$ cat config.mk
export PLATFORM = sky130hd
export DESIGN_NAME = cpc_ram_expansion
export DESIGN_NICKNAME = d
export VERILOG_FILES = /design/src/rtl/cpc_bus_pkg.sv /design/src/rtl/ram_map_pkg.sv /design/src/rtl/bank_select_reg.sv /design/src/rtl/mem_cycle_fsm.sv /design/src/rtl/overdrive_timer.sv /design/src/rtl/block_mapper.sv /design/src/rtl/cpc_ram_expansion.sv
export SDC_FILE = /design/constraint.sdc
export NUM_CORES = 1
export LEC_CHECK = 0
export BUFFER_PORTS_ARGS = -buffer_cell sky130_fd_sc_hd__clkbuf_2
export CAP_MARGIN = 20
export CORE_MARGIN = 2
export CORE_UTILIZATION = 50
export CTS_BUF_LIST = sky130_fd_sc_hd__clkbuf_4 sky130_fd_sc_hd__clkbuf_8
export CTS_CLUSTER_SIZE = 16
export DETAILED_ROUTE_END_ITERATION = 16
export HOLD_SLACK_MARGIN = 0.06
export PLACE_DENSITY = 0.76
export REMOVE_ABC_BUFFERS = 1
export SLEW_MARGIN = 20
export SYNTH_ARGS = -nofsm -noshare
export SYNTH_HDL_FRONTEND = slang
export SYNTH_HIERARCHICAL = 1
export SYNTH_SLANG_ARGS = --single-unit
$ cat constraint.sdc
create_clock -name clk -period 1.05 [get_ports clk]
set_input_delay 0.0525 -clock clk [delete_from_list [all_inputs] [get_ports clk]]
set_output_delay 0.0525 -clock clk [all_outputs]
set_load 0.02 [all_outputs]
$ cat src/rtl/cpc_bus_pkg.sv
// Z80 bus sample type and memory-cycle state encoding
// Timing constants for the write-cycle RD* overdrive tail
`default_nettype none

package cpc_bus_pkg;

  // One clock's sample of the Z80 bus pins
  // Strobes are active low and keep the _b suffix of the pin names
  typedef struct packed {
    logic       mreq_b;
    logic       iorq_b;
    logic       wr_b;
    logic       rd_b;
    logic       m1_b;
    logic       rfsh_b;
    logic       adr15;
    logic       adr14;
    logic       adr8;
    logic [7:0] data;
  } z80_bus_t;

  // Bus with every strobe released and the address and data low
  localparam z80_bus_t bus_idle = '{
    mreq_b: 1'b1, iorq_b: 1'b1, wr_b: 1'b1, rd_b: 1'b1, m1_b: 1'b1, rfsh_b: 1'b1,
    adr15: 1'b0, adr14: 1'b0, adr8: 1'b0, data: 8'h00
  };

  // States of the memory-cycle tracker
  typedef enum logic [1:0] {
    IDLE  = 2'd0,
    WRITE = 2'd1,
    READ  = 2'd2,
    TAIL  = 2'd3
  } cycle_state_t;

  // Clocks that RD* stays overdriven after MREQ* rises on an expansion write
  localparam int unsigned rd_tail_cycles = 2;

endpackage

`default_nettype wire

$ cat src/rtl/ram_map_pkg.sv
// Card configuration, bank register and RAM request types
// Bank-select decode constants and the shadow bank helper
`default_nettype none

package ram_map_pkg;

  // Switch settings latched from dip[3:0] while reset is held
  // The field order matches dip[3] down to dip[0]
  typedef struct packed {
    logic overdrive_en;
    logic port_7e;
    logic shadow_en;
    logic shadow_hi;
  } card_cfg_t;

  // Contents of the bank-select register written as 11cccbbb
  typedef struct packed {
    logic [2:0] bank;
    logic [2:0] scheme;
  } bank_reg_t;

  // Registered RAM request for one memory access
  // adr_hi carries the 3-bit bank in its top bits and the 2-bit block below
  typedef struct packed {
    logic       exp_sel;
    logic       ram_cs;
    logic [4:0] adr_hi;
    logic       ramdis;
  } ram_req_t;

  // Top two data bits that mark an I/O write as a bank select
  localparam logic [1:0] bank_sel_prefix = 2'b11;

  // Block that the shadow bank serves to reads in the C3 scheme
  localparam logic [1:0] shadow_block = 2'b11;

  // Scheme code of the C3 mode, which also needs the A15 overdrive
  localparam logic [2:0] scheme_c3 = 3'b011;

  // The shadow bank is one of the two banks whose low bits are both set
  function automatic logic [2:0] shadow_bank(input logic shadow_hi);
    return {shadow_hi, 2'b11};
  endfunction

endpackage

`default_nettype wire

$ cat src/rtl/bank_select_reg.sv
// Bank-select I/O write decoder with the bank register
// Configuration switch latch loaded during reset
`timescale 1ns/10ps
`default_nettype none

module bank_select_reg (
  input  logic                   clk,
  input  logic                   reset_b,
  input  cpc_bus_pkg::z80_bus_t  bus,
  input  logic [3:0]             dip,
  output ram_map_pkg::card_cfg_t cfg,
  output ram_map_pkg::bank_reg_t bank_reg
);
  import ram_map_pkg::*;

  logic       io_armed;
  logic       port_hit;
  logic       sel_wr;
  logic [2:0] ccc;

  assign ccc = bus.data[5:3];

  // Port 7Fxx answers when port_7e is clear and 7Exx when it is set
  assign port_hit = bus.adr8 ^ cfg.port_7e;

  // Only the first qualifying clock of an I/O cycle loads the register
  assign sel_wr = io_armed && !bus.iorq_b && !bus.wr_b && !bus.adr15 &&
                  (bus.data[7:6] == bank_sel_prefix) && port_hit;

  // The switches are sampled on every clock of reset and held once it is released
  always_ff @(posedge clk) begin
    if (!reset_b) begin
      cfg <= card_cfg_t'(dip);
    end
  end

  always_ff @(posedge clk) begin
    if (!reset_b) begin
      io_armed <= 1'b1;
      bank_reg <= '0;
    end else begin
      // Falling edge detect on IORQ* re-arms the decoder between I/O cycles
      if (bus.iorq_b) begin
        io_armed <= 1'b1;
      end else if (sel_wr) begin
        io_armed <= 1'b0;
      end
      if (sel_wr) begin
        // In shadow mode the shadow bank is aliased onto its even neighbour
        if (cfg.shadow_en && (ccc == shadow_bank(cfg.shadow_hi))) begin
          bank_reg.bank <= {ccc[2:1], 1'b0};
        end else begin
          bank_reg.bank <= ccc;
        end
        bank_reg.scheme <= bus.data[2:0];
      end
    end
  end

  // A sample with IORQ* released never changes the mapping on the next clock
  a_no_update_outside_io: assert property (
    @(posedge clk) disable iff (!reset_b) bus.iorq_b |=> $stable(bank_reg)
  );

endmodule

`default_nettype wire

$ cat src/rtl/mem_cycle_fsm.sv
// Memory-cycle tracker FSM
// Classifies each MREQ* cycle as a write or a read and adds a write tail
`timescale 1ns/10ps
`default_nettype none

module mem_cycle_fsm (
  input  logic                      clk,
  input  logic                      reset_b,
  input  cpc_bus_pkg::z80_bus_t     bus,
  input  logic                      tail_done,
  output cpc_bus_pkg::cycle_state_t state,
  output logic                      write_cyc
);
  import cpc_bus_pkg::*;

  cycle_state_t state_d;
  logic         wr_start;

  // A request that is neither refresh, opcode fetch nor read is taken as a write
  // WR* comes later than MREQ* on the Z80, so RD* high is the early sign
  assign wr_start = !bus.mreq_b && bus.rfsh_b && bus.m1_b && bus.rd_b;

  always_comb begin
    state_d = state;
    case (state)
      IDLE: begin
        if (wr_start) begin
          state_d = WRITE;
        end else if (!bus.mreq_b) begin
          state_d = READ;
        end
      end
      WRITE: begin
        // The write tail starts when MREQ* is released
        if (bus.mreq_b) begin
          state_d = TAIL;
        end
      end
      READ: begin
        if (bus.mreq_b) begin
          state_d = IDLE;
        end
      end
      TAIL: begin
        if (tail_done) begin
          state_d = IDLE;
        end
      end
      default: state_d = IDLE;
    endcase
  end

  always_ff @(posedge clk) begin
    if (!reset_b) begin
      state <= IDLE;
    end else begin
      state <= state_d;
    end
  end

  assign write_cyc = (state == WRITE);

  // The tail only follows a write, so reads and refreshes never stretch RD*
  a_tail_after_write: assert property (
    @(posedge clk) disable iff (!reset_b)
    (state != WRITE) && (state != TAIL) |=> (state != TAIL)
  );

endmodule

`default_nettype wire

$ cat src/rtl/overdrive_timer.sv
// Down-counter that times the RD* overdrive tail after a write cycle
`timescale 1ns/10ps
`default_nettype none

module overdrive_timer (
  input  logic                      clk,
  input  logic                      reset_b,
  input  cpc_bus_pkg::cycle_state_t state,
  output logic                      tail_done
);
  import cpc_bus_pkg::*;

  logic [1:0] count;

  // The count sits at its load value outside TAIL, so entry starts a fresh tail
  always_ff @(posedge clk) begin
    if (!reset_b) begin
      count <= 2'(rd_tail_cycles);
    end else if (state == TAIL) begin
      count <= count - 2'd1;
    end else begin
      count <= 2'(rd_tail_cycles);
    end
  end

  // Last clock of the tail once the count has stepped down to one
  assign tail_done = (state == TAIL) && (count == 2'd1);

  // Done always hands the FSM back to IDLE on the next clock
  a_done_ends_tail: assert property (
    @(posedge clk) disable iff (!reset_b)
    tail_done |=> (state == IDLE)
  );

endmodule

`default_nettype wire

$ cat src/rtl/block_mapper.sv
// Maps the bank scheme and the address quarter onto an expansion block
// Registers the resulting RAM request, including the shadow mode cases
`timescale 1ns/10ps
`default_nettype none

module block_mapper (
  input  logic                   clk,
  input  logic                   reset_b,
  input  ram_map_pkg::bank_reg_t bank_reg,
  input  ram_map_pkg::card_cfg_t cfg,
  input  logic                   adr15,
  input  logic                   adr14,
  input  logic                   write_cyc,
  output ram_map_pkg::ram_req_t  ram_req
);
  import ram_map_pkg::*;

  logic [1:0] q;
  logic [1:0] blk;
  logic       hit;
  ram_req_t   req_d;

  // Address quarter of the current access, 0000 to C000 in 16K steps
  assign q = {adr15, adr14};

  // Scheme decode into an expansion hit and the block it uses
  always_comb begin
    hit = 1'b0;
    blk = 2'b11;
    case (bank_reg.scheme)
      3'b000: begin
        hit = 1'b0;
      end
      3'b001, 3'b011: begin
        // Top 16K window only, always block 3 of the bank
        hit = (q == 2'b11);
        blk = 2'b11;
      end
      3'b010: begin
        // Whole 64K replaced, each quarter maps onto its own block
        hit = 1'b1;
        blk = q;
      end
      default: begin
        // Schemes 4 to 7 page one block into the 4000 window
        hit = (q == 2'b01);
        blk = bank_reg.scheme[1:0];
      end
    endcase
  end

  // Request build from the decode and the shadow settings
  always_comb begin
    req_d = '0;
    if (hit) begin
      req_d.exp_sel = 1'b1;
      req_d.ram_cs  = 1'b1;
      req_d.ramdis  = 1'b1;
      req_d.adr_hi  = {bank_reg.bank, blk};
    end else if (cfg.shadow_en) begin
      if ((bank_reg.scheme == scheme_c3) && (q == 2'b01)) begin
        // C3 reads at 4000 come from the shadow copy of the top block
        req_d.ram_cs = 1'b1;
        req_d.ramdis = 1'b1;
        req_d.adr_hi = {shadow_bank(cfg.shadow_hi), shadow_block};
      end else begin
        // Writes are mirrored into the shadow bank and reads stay internal
        req_d.ram_cs = write_cyc;
        req_d.ramdis = write_cyc;
        req_d.adr_hi = {shadow_bank(cfg.shadow_hi), q};
      end
    end
  end

  always_ff @(posedge clk) begin
    if (!reset_b) begin
      ram_req <= '0;
    end else begin
      ram_req <= req_d;
    end
  end

endmodule

`default_nettype wire

$ cat src/rtl/cpc_ram_expansion.sv
// Top level of the 512K RAM expansion card
// Bus sample register, block instances and output gating
`timescale 1ns/10ps
`default_nettype none

module cpc_ram_expansion (
  input  logic                  clk,
  input  logic                  reset_b,
  input  cpc_bus_pkg::z80_bus_t bus,
  input  logic [3:0]            dip,
  output logic                  ram_cs_b,
  output logic [4:0]            ram_adr_hi,
  output logic                  ramdis,
  output logic                  a15_drive,
  output logic                  rd_drive
);
  import cpc_bus_pkg::*;
  import ram_map_pkg::*;

  z80_bus_t     bus_q;
  card_cfg_t    cfg;
  bank_reg_t    bank_reg;
  ram_req_t     ram_req;
  cycle_state_t state;
  logic         write_cyc;
  logic         tail_done;
  logic         a15_req;

  // Every block works from this one registered copy of the pins
  always_ff @(posedge clk) begin
    if (!reset_b) begin
      bus_q <= bus_idle;
    end else begin
      bus_q <= bus;
    end
  end

  bank_select_reg u_bank_select_reg (
    .clk      (clk),
    .reset_b  (reset_b),
    .bus      (bus_q),
    .dip      (dip),
    .cfg      (cfg),
    .bank_reg (bank_reg)
  );

  mem_cycle_fsm u_mem_cycle_fsm (
    .clk       (clk),
    .reset_b   (reset_b),
    .bus       (bus_q),
    .tail_done (tail_done),
    .state     (state),
    .write_cyc (write_cyc)
  );

  overdrive_timer u_overdrive_timer (
    .clk       (clk),
    .reset_b   (reset_b),
    .state     (state),
    .tail_done (tail_done)
  );

  block_mapper u_block_mapper (
    .clk       (clk),
    .reset_b   (reset_b),
    .bank_reg  (bank_reg),
    .cfg       (cfg),
    .adr15     (bus_q.adr15),
    .adr14     (bus_q.adr14),
    .write_cyc (write_cyc),
    .ram_req   (ram_req)
  );

  // SRAM is only selected inside a real memory request and never on refresh
  assign ram_cs_b   = !ram_req.ram_cs || bus_q.mreq_b || !bus_q.rfsh_b;
  assign ram_adr_hi = ram_req.adr_hi;
  assign ramdis     = ram_req.ramdis;

  // In C3 mode the gate array must see A15 high for the 4000 window
  // With shadow enabled only writes are redirected this way
  assign a15_req = cfg.overdrive_en && (bank_reg.scheme == scheme_c3) && bus_q.adr14 &&
                   bus_q.rfsh_b && !bus_q.mreq_b && (!cfg.shadow_en || write_cyc);

  // Registered so that A15 follows the pins with the same latency as the request
  always_ff @(posedge clk) begin
    if (!reset_b) begin
      a15_drive <= 1'b0;
    end else begin
      a15_drive <= a15_req;
    end
  end

  // RD* is held through the write and its tail to keep internal RAM off the bus
  assign rd_drive = cfg.overdrive_en && ram_req.exp_sel && ((state == WRITE) || (state == TAIL));

endmodule

`default_nettype wire

# Word-level counts from Yosys, hierarchy flattened
# Cells that the tools add are included.
[classes] bitwise_logic=2 add_sub_neg=1 n_reduce_logical=36 n_mux=13 n_eq_ne=15
[op_table] op="$mux W7" n=3
[op_table] op="$logic_and A1 B1 Y1" n=18
[op_table] op="$mux W2" n=5
[op_table] op="$eq A2 B2 Y1 const B" n=4
[op_table] op="$pmux W2 S4" n=1
[op_table] op="$logic_not A1 Y1" n=7
[op_table] op="$eq A2 B1 Y1 const B" n=3
[op_table] op="$eq A3 B2 Y1 const B" n=2
[op_table] op="$ne A2 B2 Y1 const B" n=3
[op_table] op="$logic_or A1 B1 Y1" n=4
[op_table] op="$pmux W2 S2" n=1
[op_table] op="$reduce_and A4 Y1" n=1
[op_table] op="$reduce_or A2 Y1" n=2
[op_table] op="$eq A3 B1 Y1 const B" n=1
[op_table] op="$eq A3 B3 Y1" n=1
[op_table] op="$logic_not A3 Y1" n=1
[op_table] op="$ne A3 B2 Y1 const B" n=1
[op_table] op="$pmux W1 S3" n=1
[op_table] op="$reduce_or A3 Y1" n=1
[op_table] op="$logic_not A2 Y1" n=1
[op_table] op="$mux W1" n=2
[op_table] op="$reduce_and A2 Y1" n=1
[op_table] op="$sub A2 B1 Y2 const B" n=1
[op_table] op="$not A1 Y1" n=1
[op_table] op="$xor A1 B1 Y1" n=1
[word_totals] ff_bits=41 wordCells=91 input_bits=23 out_inout_bits=9

# Longest topological paths before layout
# Gate-level depths: netlist of run 1.
[logic_depth] ltp_word=6 mapped_depth=6 mapped_depth_nobuf=6

# Modules after synthesis
# Netlist of run 1, hierarchy kept.
[by_module_without_submodules] mod="cpc_ram_expansion" area_per_inst_um2=531.8 n_inst=1 seq_area_each_um2=360.3 cells_per_inst=42
[by_module_without_submodules] mod="bank_select_reg" area_per_inst_um2=444.2 n_inst=1 seq_area_each_um2=260.2 cells_per_inst=39
[by_module_without_submodules] mod="block_mapper" area_per_inst_um2=365.4 n_inst=1 seq_area_each_um2=140.1 cells_per_inst=38
[by_module_without_submodules] mod="mem_cycle_fsm" area_per_inst_um2=116.4 n_inst=1 seq_area_each_um2=40.0 cells_per_inst=12
[by_module_without_submodules] mod="overdrive_timer" area_per_inst_um2=82.6 n_inst=1 seq_area_each_um2=40.0 cells_per_inst=7

# Worst setup path after synthesis of run 1
# No wires, ideal clock.
[synth_timing] kind="reg2reg" startpoint="reg bus_q[10] (netlist bit)" endpoint="reg, netlist name u_bank_select_reg/bank_reg[1]" period_less_slack_ns=1.145 stages_incl_launch_ff=5 setup_time_ns=0.072 arrival_ns=1.073 n_path_buf=1 path_slack_ns=-0.095 required_ns=0.978 path_cell_list="dfxtp_1 and4bb_1 and4b_1 buf_6 mux2i_1"
[synth_via] elab_chain_len=4
[synth_lines] item="from (decl)" line="cpc_ram_expansion.sv:20" text="z80_bus_t bus_q;"
[synth_lines] item="from (signal assigned)" line="cpc_ram_expansion.sv:32" text="bus_q <= bus_idle;"
[synth_lines] item="from (signal assigned)" line="cpc_ram_expansion.sv:34" text="bus_q <= bus;"
[synth_lines] item="$logic_not A1 Y1" line="bank_select_reg.sv:27" text="assign sel_wr = io_armed && !bus.iorq_b && !bus.wr_b && !bus.adr15 &&"
[synth_lines] item="$logic_and A1 B1 Y1 (2 in a row)" line="bank_select_reg.sv:27"
[synth_lines] item="$logic_and A1 B1 Y1" line="bank_select_reg.sv:28" text="(bus.data[7:6] == bank_sel_prefix) && port_hit;"
# Every way passes these cells.
# A chain may end at the register's enable or synchronous reset.

# Final worst setup path of run 1
[layout_timing] startpoint="reg, netlist name u_bank_select_reg/cfg[2]" endpoint="reg, netlist name u_bank_select_reg/bank_reg[1]"
[layout_via] elab_chain_len=2
[layout_lines] item="$xor A1 B1 Y1" line="bank_select_reg.sv:24" text="assign port_hit = bus.adr8 ^ cfg.port_7e;"
[layout_lines] item="$logic_and A1 B1 Y1" line="bank_select_reg.sv:28"
# Every way passes these cells.

==> results of run 1 <==
synth_stat cells, types with 3 or more instances:
cell / number
and2_2: 8
or2b_1: 6
edfxtp_1: 4
dfxtp_1: 36
mux2i_1: 9
nand4b_1: 4
and2_1: 4
a21oi_1: 3
nor2_1: 4
nand2_1: 18
inv_1: 4
power groups by stage:
stage	sequential, mW	clock [mW]	combinational, mW
5_1_grt	1.65	0.910	0.321
3_5_place_dp	1.68	0	0.218
6_report	1.64	0.835	0.293
3_3_place_gp	1.68	0	0.208
2_1_floorplan	1.69	0	0.0758
4_1_cts	1.64	0.867	0.288
final cells by class:
type | count | share of cell area, %
Clock buffer | 8 | 3.07
Inverter | 4 | 0.695
Timing Repair Buffer | 69 | 24.1
Tap cell | 33 | 1.91
Sequential cell | 40 | 39.3
Multi-Input combinational cell | 89 | 30.9
how the worst min path moves through the flow:
stage,slack [ns],cells after the start,start,endpoint
global placement,0.23,2,bus[14],bus_q[14]$_SDFF_PN1_
detailed placement,0.23,1,dip[1],u_bank_select_reg/cfg[1]$_DFFE_PN_
finish,0.1,2,reset_b,bus_q[15]$_SDFF_PN1_
CTS,0.09,2,reset_b,bus_q[15]$_SDFF_PN1_
floorplan,0.15,1,reset_b,u_overdrive_timer/count[1]$_SDFF_PN1_
global route,0.11,2,reset_b,bus_q[15]$_SDFF_PN1_
per-layer routing:
layer	share of wire (%)	vias to the layer above	global-route usage, %
li1	-	618	-
met4	2.7	0	11.4
met2	54	28	35.3
met1	40	566	17.8
met5	0	-	0
met3	3.1	9	3.93
worst max-delay path: cells and delay by family (launching register included):
family | cells | cell delay (ns)
flops | 1 | 0.40
simple gates | 1 | 0.24
mux | 1 | 0.19
xor+xnor | 1 | 0.18
buf+inv | 1 | 0.14
logic make-up after synthesis:
kind of cell	count (synthesis)	synth area share (%)
XOR/XNOR	2	1.14
AO/OA/AOI/OAI	15	8.45
multiplexers	10	6.58
adder cells (fa/ha/maj)	1	0.812
AND/OR/NAND/NOR	61	25.4
flip-flops	40	54.6
buffers and inverters	9	3.01
per-stage QoR:
step	hold WS, ns	TNS [ns]	cells	cell area [µm²]	util, %
finish	0.0984	-1.74	243	2160	72.0
floorplan	0.149	-1.33	133	1510	-
global placement	0.229	-1.08	212	1830	61.0
global route	0.112	-2.78	243	2160	72.0
CTS	0.0909	-1.81	243	2130	71.0
detailed placement	0.232	-1.81	212	1830	61.0
repair_timing:
| item | 4_1_cts | 5_1_grt |
|---|---|---|
| buffers inserted | 2 | 0 |
| endpoints found under the setup margin | 17 | 19 |
| endpoints found under the hold margin | 21 | 0 |
| hold buffers | 21 | 0 |
| pin swaps | 6 | 4 |
| resized for setup | 6 | 11 |
==> Flow_metrics.wiki, run 1 <==
{| class="wikitable"
! Metric !! Value
|-
| Relative area change from synthesis to final layout || 40.3%
|-
| Via count of the first global-routing pass || between 1k and 1.5k
|-
| Part of the cycle the worst path needs || 116%
|-
| Crit Path Category || reg2reg
|-
| Least-Margin Pin Slew || about 0.4 ns
|-
| Die W || slightly below 60 µm
|-
| Starting density of the core || between 50% and 60%
|-
| Number of antenna violations at the first check in global routing || 0
|-
| Number of diodes added for antenna fixing || 0
|-
| Number of flip-flops in the largest register || 17
|-
| Number of clock sinks || 40
|-
| Number of pins exceeding their max-slew limit in the final report || 0
|-
| Max Buffers Root-to-Sink || 2
|-
| Post-synthesis instance total || 138
|-
| Failing checks || negative setup slack
|-
| Logic depth of the worst register-to-register path || 4
|-
| Highest fanout seen on the critical path || 3
|-
| Arrival @ worst endpoint || 1.48 ns
|-
| Die Footprint || roughly 3500 µm²
|-
| Maximum ir drop on the vdd rail || between 0.8 and 0.9 mV
|-
| Ratio of cells with drive above 1 in the final layout || 37.1%
|-
| Slowest Stage Delay on Critical Path || approximately 0.40 ns
|-
| Predominant post-synthesis flop cell || dfxtp_1
|-
| Critical Path RT || between 1 and 1.5 ns
|-
| Crit path setup slack, layout || -0.164 ns
|-
| Detail-routed net length per standard cell || between 10 and 15 µm
|-
| Leak || 0.927 nW
|-
| First element of the critical path || u_bank_select_reg/cfg[2]$_DFFE_PN_
|-
| Top library cells by usage in the layout, fill and taps aside || dfxtp_1, clkbuf_2, dlygate4sd3_1
|-
| Cells traversed along the worst timing path || xor2_1, and4b_1, buf_4, mux2i_1
|-
| Clock latency at the later pin of the worst-skew pair || ~0.34 ns
|-
| Detail Placement HPWL || 2.04 mm
|-
| Post-synthesis async set-or-reset flop share || 0%
|-
| Yosys warning count || 6
|-
| Multi-input gate area in the final layout || 668 µm²
|-
| Count of vias placed by the detailed router || about 1.2k
|-
| Maximum number of pins on one net before global-route repair || 20
|-
| Flip-flop and latch area || approximately 850 µm²
|-
| Setup repair after global routing missed its margin || true
|-
| Yosys cell types || 39
|-
| Mean number of vias per cell || approximately 5
|-
| Part of the total power dissipated in sequential elements || 59.3%
|-
| Critical path destination || u_bank_select_reg/bank_reg[1]$_SDFFE_PN0P_
|-
| Most common cell after layout, fill and taps aside || dfxtp_1
|-
| F_max || 0.823 GHz
|-
| Htree depth || 2
|-
| TritonCTS clock tree || yes
|-
| Number of DRC markers in iteration 0 || 28
|-
| Critical R2R Capture || u_bank_select_reg/bank_reg[1]$_SDFFE_PN0P_
|-
| NetSw || ~0.60 mW
|-
| Fillcell total || between 200 and 250
|-
| Largest cells by area after synthesis || dfxtp_1, edfxtp_1, mux2i_1
|-
| Kind of end point of the critical path || flip-flop
|-
| Final Setup Violations || 15
|-
| Worst rel slew slack || 73.2%
|-
| Wirelength, routed || 2.94 mm
|-
| Total power || approximately 2.8 mW
|-
| GP Congestion || ~0.75
|-
| Count of buffers inserted at the top-level ports || 31
|-
| Clk Tree Root Cell || clkbuf_4
|-
| Die Y || about 60 µm
|-
| Category of the worst setup path launch point || flip-flop
|-
| Count of antenna-violating nets left after detailed routing || 0
|-
| Run status || finished, violations left
|-
| All-Layer GR Usage || 18.6%
|-
| Number of rows created at floorplan || 20
|-
| Count of final hold-check violations || 0
|-
| Post-synth EDFFs || 4
|-
| R2r startpoint || u_bank_select_reg/cfg[2]$_DFFE_PN_
|-
| Fin crit period || 1.21 ns
|-
| Clk_skew || 0.00509 ns
|-
| Switching power as a share of total power || 21.7%
|-
| Slowest CP cell || edfxtp_1
|-
| DRT Pass-1 Iters || 4
|-
| Hold Path Class || in2reg
|-
| Power density over the cells || 1280 nW/µm²
|-
| Reg clk slew, reported paths || roughly 0.11 ns
|-
| Fraction of power consumed by combinational cells || roughly a tenth
|-
| Mean post-synth cell area || between 10 and 15 µm²
|-
| Worst-case register-to-register setup slack || -0.16 ns
|-
| Worst setup slack before clock tree synthesis || -0.158 ns
|-
| Cell-internal power || approximately 2.2 mW
|-
| Fin nets || 233
|-
| Wire length of the first global-routing pass || 4.80 mm
|-
| Post-route DRC violation count || 0
|-
| Number of top-level pins || 32
|-
| Number of storage elements in the synthesis netlist || 40
|-
| Cell area after synthesis || 1540 µm²
|-
| Number of max-cap violations || 0
|-
| Clock network fraction of design power || between 30% and 40%
|-
| GR Overflow Total || 0
|-
| Number of buffers created by CTS || 5
|-
| Area of the core || between 3000 and 4000 µm²
|-
| Top-area cell type share of the netlist area || a little under half
|-
| Sequential area share after synthesis || a little over half
|-
| Largest area contributor in the netlist || dfxtp_1
|}
No activity file was read; power rests on OpenSTA's default activity.
==> run 2, diff against run 1 <==
BUFFER_PORTS_ARGS = -buffer_cell sky130_fd_sc_hd__buf_2   (was -buffer_cell sky130_fd_sc_hd__clkbuf_2)
CTS_CLUSTER_SIZE = not set   (was 16)
RECOVER_POWER = 25   (was not set)
==> run 2 against run 1 <==
Net effect: the run still ends with negative setup slack left; critical path depth unchanged; hold slack better by 0.040 ns; non-clock buffer count down 1; clock skew up 0.0041 ns; global-route usage up 1.4 points; fmax down 2.2%; total power up 0.54%; clock power up 2%; largest power group unchanged; setup slack worse by 0.027 ns; final cell count down 0.41%; first-iteration DRC count down 32%; sequential power about the same.
==> Flow_metrics.wiki, run 2 (same netlist as run 1, synthesis figures left out) <==
{| class="wikitable"
! Metric !! Value
|-
| Max Buffers Root-to-Sink || 2 (unchanged)
|-
| Least-Margin Pin Slew || 0.382 ns (-0.0191 ns)
|-
| Post-route setup TNS || -1.52 ns (+0.221 ns)
|-
| Count of antenna-violating nets left after detailed routing || 0 (unchanged)
|-
| Failing checks || negative setup slack
|-
| Wire length of the first global-routing pass || 5.13 mm (+6.9%)
|-
| Part of the cycle the worst path needs || 118% (+2.6 points)
|-
| Worst rel slew slack || 74.5% (+1.3 points)
|-
| Count of buffers inserted at the top-level ports || 31 (unchanged)
|-
| R2r startpoint || bus_q[10]$_SDFF_PN0_
|-
| Maximum number of pins on one net before global-route repair || 31 (+55%)
|-
| Category of the worst setup path launch point || flip-flop
|-
| Switching power as a share of total power || 22.1% (+0.49 points)
|-
| First element of the critical path || bus_q[10]$_SDFF_PN0_
|-
| Detail-routed net length per standard cell || 12.7 µm (+4.6%)
|-
| Worst-case register-to-register setup slack || -0.19 ns (-0.03 ns)
|-
| Top library cells by usage in the layout, fill and taps aside || buf_2, dfxtp_1, dlygate4sd3_1
|-
| TritonCTS clock tree || yes
|-
| Arrival @ worst endpoint || 1.52 ns (+0.04 ns)
|-
| Hold Path Class || in2reg
|-
| F_max || 0.806 GHz (-2.2%)
|-
| Fin nets || 232 (-0.43%)
|-
| Ratio of cells with drive above 1 in the final layout || 39.7% (+2.6 points)
|-
| Cells traversed along the worst timing path || and4bb_1, and4b_1, buf_6, mux2i_1
|-
| Leak || 0.918 nW (-0.94%)
|-
| Highest fanout seen on the critical path || 6 (+3)
|-
| Slowest Stage Delay on Critical Path || 0.34 ns (-0.06 ns)
|-
| Number of top-level pins || 32 (unchanged)
|-
| Starting density of the core || 51.3% (unchanged)
|-
| Maximum ir drop on the vdd rail || 0.878 mV (about the same)
|-
| Number of clock sinks || 40 (unchanged)
|-
| Kind of end point of the critical path || flip-flop
|-
| Critical R2R Capture || u_bank_select_reg/bank_reg[4]$_SDFFE_PN0P_
|-
| NetSw || 0.616 mW (+2.8%)
|-
| Area of the core || 3000 µm² (unchanged)
|-
| Number of cells after detailed placement || 211 (-0.47%)
|-
| Die W || 59.5 µm (unchanged)
|-
| Fin crit period || 1.24 ns (+0.0268 ns)
|-
| Count of vias placed by the detailed router || 1,201 (-1.6%)
|-
| Number of buffers created by CTS || 5 (unchanged)
|-
| Clk Tree Root Cell || clkbuf_4
|-
| Critical Path RT || 1.32 ns (about the same)
|-
| Number of max-cap violations || 0 (unchanged)
|-
| Die Footprint || 3540 µm² (unchanged)
|-
| Worst setup slack before clock tree synthesis || -0.199 ns (-0.0407 ns)
|-
| Cell-internal power || 2.17 mW (about the same)
|-
| Critical path destination || u_bank_select_reg/bank_reg[4]$_SDFFE_PN0P_
|-
| Run status || finished, violations left
|-
| GP Congestion || 0.759 (+1.9%)
|-
| Clock network fraction of design power || 30.5% (+0.3 points)
|-
| All-Layer GR Usage || 19.9% (+1.4 points)
|-
| Number of DRC markers in iteration 0 || 19 (-32%)
|-
| Fraction of power consumed by combinational cells || 10.7% (about the same)
|-
| Clock latency at the later pin of the worst-skew pair || 0.35 ns (about the same)
|-
| DRT Pass-1 Iters || 4 (unchanged)
|-
| Layout Cells excl Fill || 242 (-0.41%)
|-
| Detail Placement HPWL || 1.90 mm (-7.1%)
|-
| Crit path setup slack, layout || -0.191 ns (-0.0268 ns)
|-
| Clk_skew || 0.00918 ns (+0.00409 ns)
|-
| Mean number of vias per cell || 4.96 (-1.2%)
|-
| Die Y || 59.5 µm (unchanged)
|-
| Crit Path Category || reg2reg
|-
| Setup repair after global routing missed its margin || true
|-
| Number of flip-flops in the largest register || 17 (unchanged)
|-
| Via count of the first global-routing pass || 1,237 (+1.9%)
|-
| Number of rows created at floorplan || 20 (unchanged)
|-
| Number of diodes added for antenna fixing || 0 (unchanged)
|-
| Number of antenna violations at the first check in global routing || 0 (unchanged)
|-
| Count of final hold-check violations || 0 (unchanged)
|-
| Power density over the cells || 1270 nW/µm² (-0.72%)
|-
| Slowest CP cell || dfxtp_2
|-
| Logic depth of the worst register-to-register path || 4 (unchanged)
|-
| Reg clk slew, reported paths || 0.11 ns (about the same)
|-
| Post-route DRC violation count || 0 (unchanged)
|-
| Part of the total power dissipated in sequential elements || 58.8% (-0.5 points)
|-
| Fillcell total || 224 (+0.45%)
|-
| Wirelength, routed || 3.06 mm (+4.1%)
|-
| Htree depth || 2 (unchanged)
|-
| Relative area change from synthesis to final layout || 42.1%
|-
| GR Overflow Total || 0 (unchanged)
|-
| Most common cell after layout, fill and taps aside || buf_2
|-
| Final Setup Violations || 14 (-1)
|-
| Number of pins exceeding their max-slew limit in the final report || 0 (unchanged)
|}
[run 2: worst min path at each step]
stage                  from                               endpoint  slack, ns  depth (start not counted)
finish              reset_b  u_overdrive_timer/count[1]$_SDFF_PN1_       0.14                          3
global route        reset_b  u_overdrive_timer/count[1]$_SDFF_PN1_       0.15                          3
detailed placement   dip[1]     u_bank_select_reg/cfg[1]$_DFFE_PN_       0.23                          1
floorplan           reset_b  u_overdrive_timer/count[1]$_SDFF_PN1_       0.15                          1
CTS                 reset_b  u_overdrive_timer/count[1]$_SDFF_PN1_       0.11                          3
global placement    bus[14]                   bus_q[14]$_SDFF_PN1_       0.23                          2
[run 2: routing by layer]
metal  routed length (µm)  part of all wire (%)  GRT usage [%]
met1                 1190                    39           20.5
met2                 1600                    52           34.5
met3                  143                   4.7           6.77
met4                  128                   4.2           12.1
met5                    0                     0              0
[run 2: worst max-delay path: cells and delay by family (launching register included)]
| family | cells | cell delay (ns) |
|---|---|---|
| buffers and inverters | 1 | 0.14 |
| flip-flops | 1 | 0.34 |
| multiplexers | 1 | 0.22 |
| AND/OR/NAND/NOR | 2 | 0.48 |
[run 2: power groups by stage]
stage               clock network, mW  registers (mW)  logic (mW)
floorplan                           0            1.69      0.0758
CTS                             0.880            1.64       0.292
detailed placement                  0            1.68       0.217
finish                          0.849            1.64       0.297
global route                    0.944            1.65       0.325
global placement                    0            1.67       0.209
[run 2: metrics by stage]
step                area, µm²  hold slack [ns]  total power [mW]  utilization (%)
finish                   2190            0.138              2.78             72.9
detailed placement       1820            0.232              1.89             60.7
floorplan                1510            0.149              1.76                -
CTS                      2150            0.107              2.81             71.7
global route             2190            0.146              2.92             72.9
global placement         1820            0.229              1.88             60.7
[run 2: layout make-up]
type,instances,area [µm²],area share (%)
Clock buffer,8,66.3,3.03
Sequential cell,40,857,39.2
Multi-Input combinational cell,89,701,32.0
Timing Repair Buffer,68,508,23.2
Inverter,4,15.0,0.686
Tap cell,33,41.3,1.89
[run 2: what timing repair did]
item                                   in CTS  in global routing
hold buffers                               21                  0
setup buffers                               2                  0
resized for setup                          12                 13
endpoints found under the hold margin      21                  0
setup endpoints to repair                  18                 19
pin swaps                                   7                  5
